`src/design/shader_pkg.sv`:
```
package shader_pkg;

    // coordinate and datapath widths
    localparam int COORD_W  = 12;
    localparam int EDGE_W   = COORD_W + 1;
    localparam int NORM_W   = 27;
    localparam int MAG_W    = 56;
    localparam int ENERGY_W = MAG_W + 2;
    localparam int INDEX_W  = 5;

    // comparison width inside the divider, divisor shifted by up to four places
    localparam int DIV_W = MAG_W + INDEX_W - 1;

    localparam int SHADE_LEVELS = 17;
    localparam int PIPE_LATENCY = 10;

    localparam logic [7:0] BACKFACE_COLOR = 8'hFF;

    // entry i is 16*i, the last one capped at 255
    localparam logic [7:0] SHADE_TABLE [SHADE_LEVELS] = '{
        8'h00, 8'h10, 8'h20, 8'h30, 8'h40, 8'h50, 8'h60, 8'h70, 8'h80,
        8'h90, 8'hA0, 8'hB0, 8'hC0, 8'hD0, 8'hE0, 8'hF0, 8'hFF
    };

    typedef struct packed {
        logic signed [COORD_W-1:0] x;
        logic signed [COORD_W-1:0] y;
        logic signed [COORD_W-1:0] z;
    } vertex_t;

    typedef struct packed {
        vertex_t v0;
        vertex_t v1;
        vertex_t v2;
    } triangle_t;

    typedef struct packed {
        logic signed [EDGE_W-1:0] x;
        logic signed [EDGE_W-1:0] y;
        logic signed [EDGE_W-1:0] z;
    } edge_t;

    typedef struct packed {
        edge_t e1;
        edge_t e2;
    } edge_pair_t;

    typedef struct packed {
        logic signed [NORM_W-1:0] nx;
        logic signed [NORM_W-1:0] ny;
        logic signed [NORM_W-1:0] nz;
    } normal_t;

    typedef struct packed {
        logic [MAG_W-1:0]    mag;
        logic [ENERGY_W-1:0] num;
        logic                away;
    } energy_t;

endpackage

```
`src/design/index_divider.sv`:
```
`timescale 1ns/1ps

module index_divider (
    input  logic                          clk_in,
    input  logic                          rst_in,
    input  logic                          valid_in,
    input  shader_pkg::energy_t           energy,
    output logic                          valid_out,
    output logic [shader_pkg::INDEX_W-1:0] index,
    output logic                          away
);

    // one item in flight through the divider
    typedef struct packed {
        logic [shader_pkg::ENERGY_W-1:0] rem;
        logic [shader_pkg::MAG_W-1:0]    div;
        logic [shader_pkg::INDEX_W-1:0]  quot;
        logic                            away;
    } div_state_t;

    // stage s decides quotient bit INDEX_W-1-s, msb first
    for (genvar s = 0; s < shader_pkg::INDEX_W; s++) begin : g_stage
        div_state_t                   cur;
        div_state_t                   nxt;
        logic                         cur_valid;
        logic [shader_pkg::DIV_W-1:0] rem_ext;
        logic [shader_pkg::DIV_W-1:0] div_shifted;
        logic [shader_pkg::DIV_W-1:0] diff;
        logic                         fits;
        div_state_t                   state_q;
        logic                         valid_q;

        if (s == 0) begin : g_head
            assign cur = '{rem: energy.num, div: energy.mag, quot: '0, away: energy.away};
            assign cur_valid = valid_in;
        end else begin : g_tail
            assign cur       = g_stage[s-1].state_q;
            assign cur_valid = g_stage[s-1].valid_q;
        end

        assign rem_ext     = {{(shader_pkg::DIV_W - shader_pkg::ENERGY_W){1'b0}}, cur.rem};
        assign div_shifted = {{(shader_pkg::DIV_W - shader_pkg::MAG_W){1'b0}}, cur.div}
                             << (shader_pkg::INDEX_W - 1 - s);
        assign diff        = rem_ext - div_shifted;

        // a zero divisor never fits, so a degenerate normal ends at quotient 0
        assign fits = (cur.div != '0) && (rem_ext >= div_shifted);

        always_comb begin
            nxt = cur;
            if (fits) begin
                nxt.rem = diff[shader_pkg::ENERGY_W-1:0];
                nxt.quot[shader_pkg::INDEX_W-1-s] = 1'b1;
            end
        end

        always_ff @(posedge clk_in) begin
            if (rst_in) begin
                valid_q <= 1'b0;
            end else begin
                valid_q <= cur_valid;
            end
        end

        always_ff @(posedge clk_in) begin
            state_q <= nxt;
        end
    end

    assign valid_out = g_stage[shader_pkg::INDEX_W-1].valid_q;
    assign index     = g_stage[shader_pkg::INDEX_W-1].state_q.quot;
    assign away      = g_stage[shader_pkg::INDEX_W-1].state_q.away;

endmodule

```
`config.mk`:
```
export PLATFORM = sky130hd
export DESIGN_NAME = index_divider
export DESIGN_NICKNAME = d
export VERILOG_FILES = /design/src/design/shader_pkg.sv /design/src/design/index_divider.sv
export SDC_FILE = /design/constraint.sdc
export NUM_CORES = 1
export LEC_CHECK = 0
export BUFFER_PORTS_ARGS = -buffer_cell sky130_fd_sc_hd__buf_2
export CORE_ASPECT_RATIO = 0.7
export CORE_UTILIZATION = 40
export DETAILED_ROUTE_END_ITERATION = 10
export RECOVER_POWER = 25
export SLEW_MARGIN = 20
export SYNTH_ARGS = -nofsm -noshare
export SYNTH_HDL_FRONTEND = slang
export SYNTH_SLANG_ARGS = --single-unit
```
`constraint.sdc`:
```
create_clock -name clk_in -period 3.79 [get_ports clk_in]
set_clock_uncertainty 0.1 [all_clocks]
set_input_delay 0.758 -clock clk_in [delete_from_list [all_inputs] [get_ports clk_in]]
set_output_delay 0.758 -clock clk_in [all_outputs]
set_load 0.05 [all_outputs]
```
; ---- Word-level counts from Yosys, hierarchy flattened
; Cells that the tools add are included.
[totals]
register_bits = 481
input_bits = 118
output_inout_bits = 7
word_cells = 51
[classes]
addsub = 4
n_lt_le_gt_ge = 5
mux = 5
n_reduce_logical = 10
[ops]
columns = operator, count
row1 = $reduce_bool A56 Y1, 5
row2 = $mux W58, 4
row3 = $sub A58 B58 Y58, 3
row4 = $ge A58 B60 Y1, 1
row5 = $ge A58 B59 Y1, 1
row6 = $ge A58 B56 Y1, 1
row7 = $ge A58 B57 Y1, 1
row8 = $ge A58 B58 Y1, 1
row9 = $sub A58 B57 Y58, 1
row10 = $logic_and A1 B1 Y1, 5
row11 = $mux W1, 1

; ---- Logic depth before layout (Yosys ltp)
; Gate-level depths: netlist (run 1).
[logic_depth]
depth_word = 3
ltp_mapped = 16
depth_no_buf = 14

; ---- Worst setup path before layout (run 1)
; No wires, ideal clock.
[synth_timing]
path_type = in2reg
start = input port energy[5] (netlist bit)
end = register g_stage[0].state_q[100] (netlist bit)
setup_time_ns = 0.121
arrival_ns = 3.495
required_ns = 3.569
setup_slack_ns = 0.074
stages = 14
path_buffers = 2
path_cell_list = inv_1 ha_1 fa_1 nor2b_1 o31a_1 nor3_1 o31ai_1 a21oi_1 o211ai_2 o21bai_1 a31oi_1 buf_2 buf_2 mux2_2
[synth_lines]
columns = element, line_no
row1 = from (decl), index_divider.sv:7  ; input shader_pkg::energy_t energy,
row2 = to (signal assigned), index_divider.sv:66  ; state_q <= nxt;
row3 = to (decl), index_divider.sv:30  ; div_state_t state_q;

==> results of run 1 <==
[synthesized netlist by cell type, types with 10 or more instances]
| cell type | number | area (sq um) |
|---|---|---|
| a211oi_1 | 29 | 218 |
| a21boi_0 | 13 | 97.6 |
| a21o_1 | 163 | 1220 |
| a21oi_1 | 249 | 1250 |
| a221oi_1 | 10 | 87.6 |
| a31oi_1 | 28 | 175 |
| and2_1 | 11 | 68.8 |
| and3_1 | 29 | 181 |
| buf_2 | 28 | 140 |
| clkbuf_1 | 68 | 255 |
| dfxtp_1 | 481 | 9630 |
| ha_1 | 277 | 3470 |
| inv_1 | 346 | 1300 |
| mux2_1 | 30 | 338 |
| mux2_2 | 133 | 1500 |
| mux2_4 | 37 | 556 |
| mux2i_1 | 10 | 100 |
| nand2_1 | 167 | 627 |
| nand2b_1 | 19 | 119 |
| nand3_1 | 45 | 225 |
| nand4_1 | 92 | 576 |
| nor2_1 | 133 | 499 |
| nor2b_1 | 34 | 213 |
| nor3_1 | 37 | 185 |
| nor4_1 | 88 | 551 |
| o211ai_1 | 15 | 113 |
| o21a_1 | 31 | 233 |
| o21ai_0 | 122 | 611 |
| o21bai_1 | 43 | 323 |
| o221ai_1 | 11 | 96.3 |
| o31a_1 | 10 | 87.6 |
| o31ai_1 | 18 | 135 |
| or3_1 | 14 | 87.6 |
| xnor2_1 | 122 | 1070 |
| xor2_1 | 71 | 622 |
[sequential cells by signal, indices dropped and copies added, names as in the netlist]
signal / cells
g_stage.state_q: 470
index: 5
g_stage.valid_q: 4
away: 1
valid_out: 1
[worst max path at each step]
stage / slack, ps / from / endpoint
after floorplan: 70 / energy[5] / g_stage[0].state_q[100]
after CTS: 2 / g_stage[2].state_q[63] / g_stage[3].state_q[119]
after detailed placement: -210 / energy[5] / g_stage[0].state_q[115]
after global placement: -210 / energy[5] / g_stage[0].state_q[115]
final: 110 / g_stage[0].state_q[16] / g_stage[1].state_q[72]
after global routing: -30 / g_stage[1].state_q[32] / g_stage[2].state_q[111]
[metrics by stage]
step / cell area, sq um / std cells / setup WS, ps / utilization (%)
after floorplan: 28300 / 3153 / 73.8 / -
after global placement: 31500 / 4316 / -211 / 45.0
after detailed placement: 31500 / 4316 / -207 / 45.0
after CTS: 33100 / 4405 / 1.52 / 47.4
after global routing: 33200 / 4408 / -34.9 / 47.4
final: 33200 / 4409 / 106 / 47.4
[power by group]
group | leakage (nW) | switching (W) | internal, W
Combinational | 10.6 | 0.00481 | 0.00411
Clock | 0.774 | 0.00213 | 0.00281
Sequential | 4.06 | 0.000747 | 0.00601
Total | 15.4 | 0.00769 | 0.0129
[per-layer routing]
layer	global-route usage, %	vias to the layer above	wire (microns)
met5	0	-	0
met4	4.83	0	1390
met3	3.15	84	6860
met2	34.9	973	35100
met1	39.9	11264	47400
li1	-	11936	-
[logic make-up (layout without fill, tap and decap cells)]
group | Yosys count | in the layout | synth area share, %
compound gates | 833 | 833 | 19.5
mux | 210 | 210 | 8.80
fa+ha+maj | 281 | 281 | 12.5
other cells | 0 | 2 | 0
simple gates | 702 | 702 | 12.7
buf+inv | 453 | 794 | 6.41
flops | 481 | 481 | 34.0
xor+xnor | 193 | 193 | 5.97
[worst reg2reg max path, stage by stage, from the launching register on]
cell and delay, ps:
dfxtp_1 440, inv_1 70, ha_1 370, nand2_1 120
o21a_1 240, o221ai_1 190, a21o_1 230, a31oi_4 130
o21ai_2 190, a21oi_2 80, nor4b_1 340, buf_4 180
o31a_2 160, buf_12 260, mux2_2 450
[repair_timing]
item,4_1_cts,5_1_grt
buffers inserted,0,2
gates resized for setup,0,23
setup endpoints to repair,0,45
[layout make-up]
cell class | instances | area (sq um)
well taps | 913 | 1140
multi-input cells | 2219 | 17000
clock buffers | 64 | 1390
diodes | 2 | 5.00
flip-flops and latches | 481 | 9630
inverters | 346 | 1300
clock inverters | 25 | 268
repair buffers | 359 | 2470
fillers | 6814 | 36800
==> flow_summary.json, run 1 <==
{
  "final_cell_mix": "dfxtp_1, inv_1, ha_1",
  "r2r-start": "g_stage[0].state_q[16]",
  "drive_gt1_share_pct": 17.5,
  "fmax_mhz": 271,
  "hp-class": "in2reg",
  "syn_area_sq_mm": 0.0283,
  "finalCritPeriodShare_pct": 97.2,
  "boundaryPins": 125,
  "grt_max_degree": 37,
  "cts-buffers-inserted": 49,
  "dr.pass1.iters": 5,
  "power_per_cell_area_mw_per_mm2": 622,
  "die_h_microns": 225,
  "drtAntennaViolNets": 0,
  "relSlewSlack_pct": 44.8,
  "htreeDepth": 2,
  "dp_hpwl_microns": 75900,
  "cts_root_buffer": "clkbuf_16",
  "crit_family": "compound AO/OA/AOI/OAI gates",
  "initial_core_util_pct": 40.5,
  "yosys_warnings": 0,
  "clk_pin_slew_ps": 60,
  "final_nets": 3855,
  "min_path_cells": 1,
  "dieArea_sq_mm": 0.0718,
  "ctsLongestPathBuffers": 3,
  "port_buffers": 124,
  "end_kind": "register",
  "finalMaxSlewViolations": 0,
  "power_w": 0.0206,
  "tns_ps": 0,
  "async_flop_share_pct": 0,
  "area_delta_synth_final_pct": 17.2,
  "fp.dieW_microns": 320,
  "vias_per_cell": 5.50,
  "drv_cap": 0,
  "drc": 0,
  "drt_iter0_drc": 2057,
  "ir_worst_vdd_mv": 0.404,
  "reg2reg_depth": 14,
  "worst_pin_slew_ps": 820,
  "cp_max_fo": 36,
  "synth_cells": 3153,
  "status": "finished clean",
  "ctsHoldBuffers": 0,
  "synth_cell_types": 85,
  "gp_congestion": 0.997,
  "hold_viol": 0,
  "wl_per_cell_microns": 20.6,
  "grt_pass1_vias": 22701,
  "critPathArrivalTime_ps": 4060,
  "cts_tree": "yes",
  "drt-total-wl_microns": 90700,
  "synth-seq-area-share_pct": 34.0,
  "setup_violations": 0,
  "grt_pass1_wl_microns": 137000,
  "antenna_found_initial": 1,
  "coreArea_sq_mm": 0.0699,
  "min-delay-start": "energy[1]",
  "cp_data_required_time_ps": 4170,
  "path_depth": 14,
  "slowest_delay_ps": 440,
  "start_kind": "register",
  "mappedNetlistNets": 3552,
  "p_leak_nw": 15.4,
  "path_class": "reg2reg",
  "ys.flop_type": "dfxtp_1",
  "vias": 24257,
  "final_common_cell": "dfxtp_1",
  "synth.avg_cell_area_sq_um": 8.98,
  "hold-path-endpoint": "g_stage[0].state_q[62]",
  "hold-worst-slack_ps": 164,
  "grt_usage_pct": 24.9,
  "fp-row-count": 81,
  "synth_edf_count": 0,
  "reg2reg_setup_slack_ps": 110,
  "r2r_end": "g_stage[1].state_q[72]",
  "crit_slowest_cell": "dfxtp_1",
  "clkSinkCount": 481,
  "clock_latency_ps": 610,
  "grt_overflow": 0,
  "min_period_ps": 3680,
  "path_cells": "inv_1, ha_1, nand2_1, o21a_1, o221ai_1, a21o_1, a31oi_4, o21ai_2, a21oi_2, nor4b_1, buf_4, o31a_2, buf_12, mux2_2",
  "ys_seq_elements": 481,
  "critPathBufInv": 3
}
No activity file was read; power rests on OpenSTA's default activity.
==> inputs of run 2 (changes only) <==
Settings changed: SETUP_SLACK_MARGIN set to 0.5.
==> run 2 against run 1 <==
Power is 8.6% higher; critical path depth unchanged; register-to-register slack gained 110 ps; fmax up 3.1%; worst setup slack better by 110 ps; wire length is 2.4% higher; clock-buffer cell count is 8 lower; final area up 6.6%; critical path type unchanged; largest cell class unchanged; largest power group unchanged.
==> flow_summary.json, run 2 (synthesis results as in run 1) <==
{
  "reg2reg_depth": 14,
  "layout_setup_ws_ps": 215,
  "reg2reg_setup_slack_ps": 220,
  "pre_cts_ws_ps": -137,
  "dieArea_sq_mm": 0.0718,
  "internal-power_w": 0.0142,
  "ir_worst_vdd_mv": 0.274,
  "final_nets": 3895,
  "cts_tree": "yes",
  "start_kind": "register",
  "diodes": 0,
  "final_util_pct": 50.5,
  "htreeDepth": 2,
  "path_class": "reg2reg",
  "grt_usage_pct": 25.0,
  "r2r-start": "g_stage[1].state_q[27]",
  "relSlewSlack_pct": 49.6,
  "drt-total-wl_microns": 92800,
  "cts-buffers-inserted": 48,
  "multi_input_area_sq_mm": 0.0183,
  "largest_reg_flops": 470,
  "clock_latency_ps": 610,
  "drv_cap": 0,
  "r2r_end": "g_stage[2].state_q[73]",
  "pwr-share-clk_pct": 24.0,
  "clk_pin_slew_ps": 70,
  "finalCritPeriodShare_pct": 94.3,
  "area_delta_synth_final_pct": 24.9,
  "min_period_ps": 3570,
  "port_buffers": 124,
  "antenna_found_initial": 0,
  "status": "finished clean",
  "dr.pass1.iters": 5,
  "vias": 24506,
  "fmax_mhz": 280,
  "end_kind": "register",
  "grt_pass1_vias": 22985,
  "worst_pin_slew_ps": 749,
  "die_h_microns": 225,
  "min_path_cells": 1,
  "power_per_cell_area_mw_per_mm2": 634,
  "drc": 0,
  "seq_area_sq_mm": 0.00968,
  "fp-row-count": 81,
  "coreArea_sq_mm": 0.0699,
  "drive_gt1_share_pct": 23.6,
  "crit_end": "g_stage[2].state_q[73]",
  "p_leak_nw": 16.3,
  "rsz0062_at_grt": "yes",
  "cp_data_required_time_ps": 4180,
  "drt_iter0_drc": 2158,
  "grt_overflow": 0,
  "top_register": "g_stage.state_q",
  "cts_root_buffer": "clkbuf_16",
  "hp-class": "in2reg",
  "wl_per_cell_microns": 20.9,
  "gp_congestion": 0.981,
  "power_w": 0.0224,
  "fp.dieW_microns": 320,
  "combPwrFrac_pct": 45.6,
  "ctsLongestPathBuffers": 3,
  "cp_max_fo": 7,
  "initial_core_util_pct": 40.5,
  "switchingPower_w": 0.00816,
  "vias_per_cell": 5.51,
  "dp_hpwl_microns": 74700,
  "startpoint": "g_stage[1].state_q[27]",
  "grt_max_degree": 21,
  "sw_frac_of_total_pct": 36.4,
  "clkSinkCount": 481,
  "final_common_cell": "dfxtp_1",
  "final_cell_mix": "dfxtp_1, inv_1, a21oi_1",
  "pwr-share-seq_pct": 30.4,
  "hold_viol": 0,
  "nFillCells": 6577,
  "drtAntennaViolNets": 0,
  "grt_pass1_wl_microns": 138000,
  "boundaryPins": 125,
  "finalMaxSlewViolations": 0,
  "setup_violations": 0,
  "critPathArrivalTime_ps": 3960
}
run 2: cell count changes in the layout (fill, tap and decap cells not counted), moves of 11 or more:
| cell | previous run | this run |
|---|---|---|
| buf_6 | 1 | 21 |
| dfxtp_1 | 477 | 452 |
| dfxtp_2 | 4 | 25 |
| ha_1 | 274 | 218 |
| ha_2 | 3 | 19 |
| ha_4 | 0 | 40 |
| mux2_1 | 30 | 2 |
| mux2_2 | 133 | 57 |
| mux2_4 | 37 | 141 |
| o21ai_0 | 121 | 110 |
run 2: layout make-up:
| cell class | count | share of cell area (%) |
|---|---|---|
| Clock buffer | 56 | 3.68 |
| Clock inverter | 34 | 1.38 |
| Inverter | 346 | 3.72 |
| Multi-Input combinational cell | 2219 | 51.8 |
| Sequential cell | 481 | 27.4 |
| Tap cell | 913 | 3.23 |
| Timing Repair Buffer | 400 | 8.82 |
run 2: what timing repair did:
| item | CTS | global route |
|---|---|---|
| cloned | 6 | 5 |
| setup buffers | 50 | 17 |
| pin swaps | 36 | 48 |
| setup endpoints to repair | 172 | 212 |
| hold buffers | 0 | 0 |
| resized for setup | 192 | 167 |
run 2: worst min path at each step:
stage                                        to  slack, ps                   from
after floorplan                            away        210  g_stage[3].state_q[0]
after global placement    g_stage[2].state_q[0]        210  g_stage[1].state_q[0]
after detailed placement  g_stage[3].state_q[4]        210  g_stage[2].state_q[4]
after CTS                 g_stage[0].state_q[0]        120              energy[0]
after global routing      g_stage[0].state_q[0]        140              energy[0]
final                     g_stage[0].state_q[0]        160              energy[0]
run 2: stage by stage:
| stage | instances | hold slack [ps] | area [sq um] | TNS (ps) |
|---|---|---|---|---|
| global placement | 4281 | 210 | 31400 | -3800 |
| floorplan | 3153 | 210 | 28600 | 0 |
| CTS | 4427 | 123 | 34600 | 0 |
| finish | 4449 | 156 | 35300 | 0 |
| detailed placement | 4281 | 212 | 31400 | -3660 |
| global route | 4449 | 137 | 35300 | 0 |
run 2: critical path: stages (launching register included):
cell       delay (ps)
dfxtp_1           410
inv_1              80
ha_2              410
and3_2            270
a31oi_1           150
o221ai_2          230
o21ai_4           120
o311ai_4          310
nand3_1           130
a21o_1            230
a31oi_4           260
buf_12            180
buf_12            120
clkbuf_16         140
mux2_4            290
run 2: per-layer routing:
layer | vias up | wire (microns) | track usage (%)
li1 | 12008 | - | -
met1 | 11441 | 47100 | 39.1
met2 | 941 | 36700 | 35.4
met3 | 116 | 6750 | 3.31
met4 | 0 | 2280 | 6.51
met5 | - | 0 | 0
run 2: power by group through the flow:
stage               logic, W  registers [W]  clock network [W]
global placement     0.00854        0.00680                  0
CTS                  0.00945        0.00673            0.00546
floorplan            0.00627        0.00645                  0
finish                0.0102        0.00681            0.00538
global route          0.0110        0.00685            0.00566
detailed placement   0.00849        0.00681                  0
==> inputs of run 3 (changes only) <==
Settings changed: PLACE_DENSITY set to 0.55.
==> run 3 against run 2 <==
Worst hold slack worse by 15 ps; global-route usage rose by 1.7 points; die area stayed put; critical endpoint is now g_stage[1].state_q[69].
==> flow_summary.json, run 3 (synthesis results as in run 1) <==
{
  "nFillCells": 6415,
  "vias": 25059,
  "multi_input_area_sq_mm": 0.0186,
  "dr.pass1.iters": 6,
  "htreeDepth": 2,
  "vias_per_cell": 5.54,
  "min_period_ps": 3560,
  "drtAntennaViolNets": 0,
  "antenna_found_initial": 0,
  "ctsLongestPathBuffers": 3,
  "finalCritPeriodShare_pct": 94.0,
  "startpoint": "g_stage[0].state_q[6]",
  "fp.dieW_microns": 320,
  "grt_max_degree": 22,
  "cts-buffers-inserted": 51,
  "cp_data_required_time_ps": 4190,
  "drc": 0,
  "seq_area_sq_mm": 0.00969,
  "end_kind": "register",
  "dp_hpwl_microns": 78700,
  "coreArea_sq_mm": 0.0699,
  "ir_worst_vdd_mv": 0.420,
  "clkSinkCount": 481,
  "cts_tree": "yes",
  "ctsHoldBuffers": 0,
  "worst_pin_slew_ps": 749,
  "hp-class": "in2reg",
  "slowest_delay_ps": 390,
  "fmax_mhz": 281,
  "port_buffers": 124,
  "boundaryPins": 125,
  "drt_iter0_drc": 2081,
  "clk_pin_slew_ps": 60,
  "cp_max_fo": 5,
  "start_kind": "register",
  "cts_root_buffer": "clkbuf_16",
  "drv_cap": 0,
  "pre_cts_ws_ps": -170,
  "drive_gt1_share_pct": 26.6,
  "r2r-start": "g_stage[0].state_q[6]",
  "rsz0062_at_grt": "yes",
  "crit_slowest_cell": "dfxtp_1",
  "clock_latency_ps": 620,
  "min-delay-start": "energy[0]",
  "drt-total-wl_microns": 99300,
  "power_w": 0.0235,
  "finalMaxSlewViolations": 0,
  "initial_core_util_pct": 40.5,
  "grt_overflow": 0,
  "wl_per_cell_microns": 22.0,
  "layout_setup_ws_ps": 226,
  "gp_congestion": 0.928,
  "diodes": 0,
  "final_cell_mix": "dfxtp_1, inv_1, buf_4",
  "dieArea_sq_mm": 0.0718,
  "relSlewSlack_pct": 49.6,
  "status": "finished clean",
  "final_common_cell": "dfxtp_1",
  "top_register": "g_stage.state_q",
  "final_nets": 3964,
  "path_cells": "ha_4, inv_2, fa_2, a21o_1, a221oi_2, o21ai_2, a21o_1, a31oi_4, o21ai_2, a21oi_2, nor4b_2, buf_4, o31a_4, buf_12, clkbuf_16, mux2_4",
  "power_per_cell_area_mw_per_mm2": 646,
  "fp-row-count": 81,
  "path_class": "reg2reg",
  "die_h_microns": 225,
  "area_delta_synth_final_pct": 28.8,
  "setup_violations": 0,
  "critPathArrivalTime_ps": 3960,
  "largest_reg_flops": 470,
  "grt_pass1_wl_microns": 148000,
  "grt_pass1_vias": 24712,
  "hold_viol": 0,
  "p_leak_nw": 16.9,
  "grt_usage_pct": 26.8
}
[run 3: cell count changes in the layout (fill, tap and decap cells not counted), sizes merged]
cell,delta
clkinvlp,-4
buf,+77
clkbuf,-1
inv,-6
clkinv,+7
bufinv,-2
[run 3: worst max-delay path: cells and delay by family, from the launching register on]
family          cells  cell delay (ps)
compound gates      8             1610
fa+ha+maj           2              500
flops               1              390
buf+inv             4              500
simple gates        1               70
mux                 1              290
[run 3: timing repair]
action / 4_1_cts / 5_1_grt
setup buffers: 62 / 34
gates cloned: 12 / 4
hold endpoints to repair: 0 / 0
pin swaps: 55 / 54
setup endpoints to repair: 173 / 213
gates resized for setup: 248 / 207
[run 3: per-layer routing]
metal  track usage (%)  vias to the layer above  wire [microns]  part of all wire (%)
met5                 0                        -               0                     0
met4              9.21                        0            3330                   3.4
met3              2.79                      155            5270                   5.3
met2              39.1                      841           40400                    41
met1              40.5                    11930           50300                    51
li1                  -                    12133               -                     -
[run 3: worst paths after layout]
path | end | slack [ps] | depth (start not counted)
worst min-delay path | g_stage[0].state_q[0] | 140 | 1
worst max-delay path | g_stage[1].state_q[69] | 230 | 16
worst max register to register | g_stage[1].state_q[69] | 230 | 16
worst min register to register | index[4] | 220 | 0
[run 3: area by class of cell]
class / instances / area share, %
inverter: 346 / 3.60
clock buffer: 66 / 3.96
sequential: 481 / 26.6
multi-input combinational: 2219 / 51.2
tap: 913 / 3.13
clock inverter: 29 / 1.12
timing repair buffer: 466 / 10.4
[run 3: power by group]
group | total (W) | internal (W) | switching [W]
sequential | 0.00690 | 0.00602 | 0.000880
clock | 0.00543 | 0.00326 | 0.00217
combinational | 0.0112 | 0.00568 | 0.00552
total | 0.0235 | 0.0150 | 0.00857
[run 3: through the flow]
step / instance area (sq um) / utilization [%] / hold slack [ps] / TNS, ps / cells
after floorplan: 28600 / - / 210 / 0 / 3153
after global placement: 31600 / 45.2 / 210 / -3560 / 4313
after detailed placement: 31600 / 45.2 / 213 / -4620 / 4313
after CTS: 35300 / 50.5 / 106 / 0 / 4482
after global routing: 36400 / 52.1 / 117 / 0 / 4520
final: 36400 / 52.1 / 141 / 0 / 4520
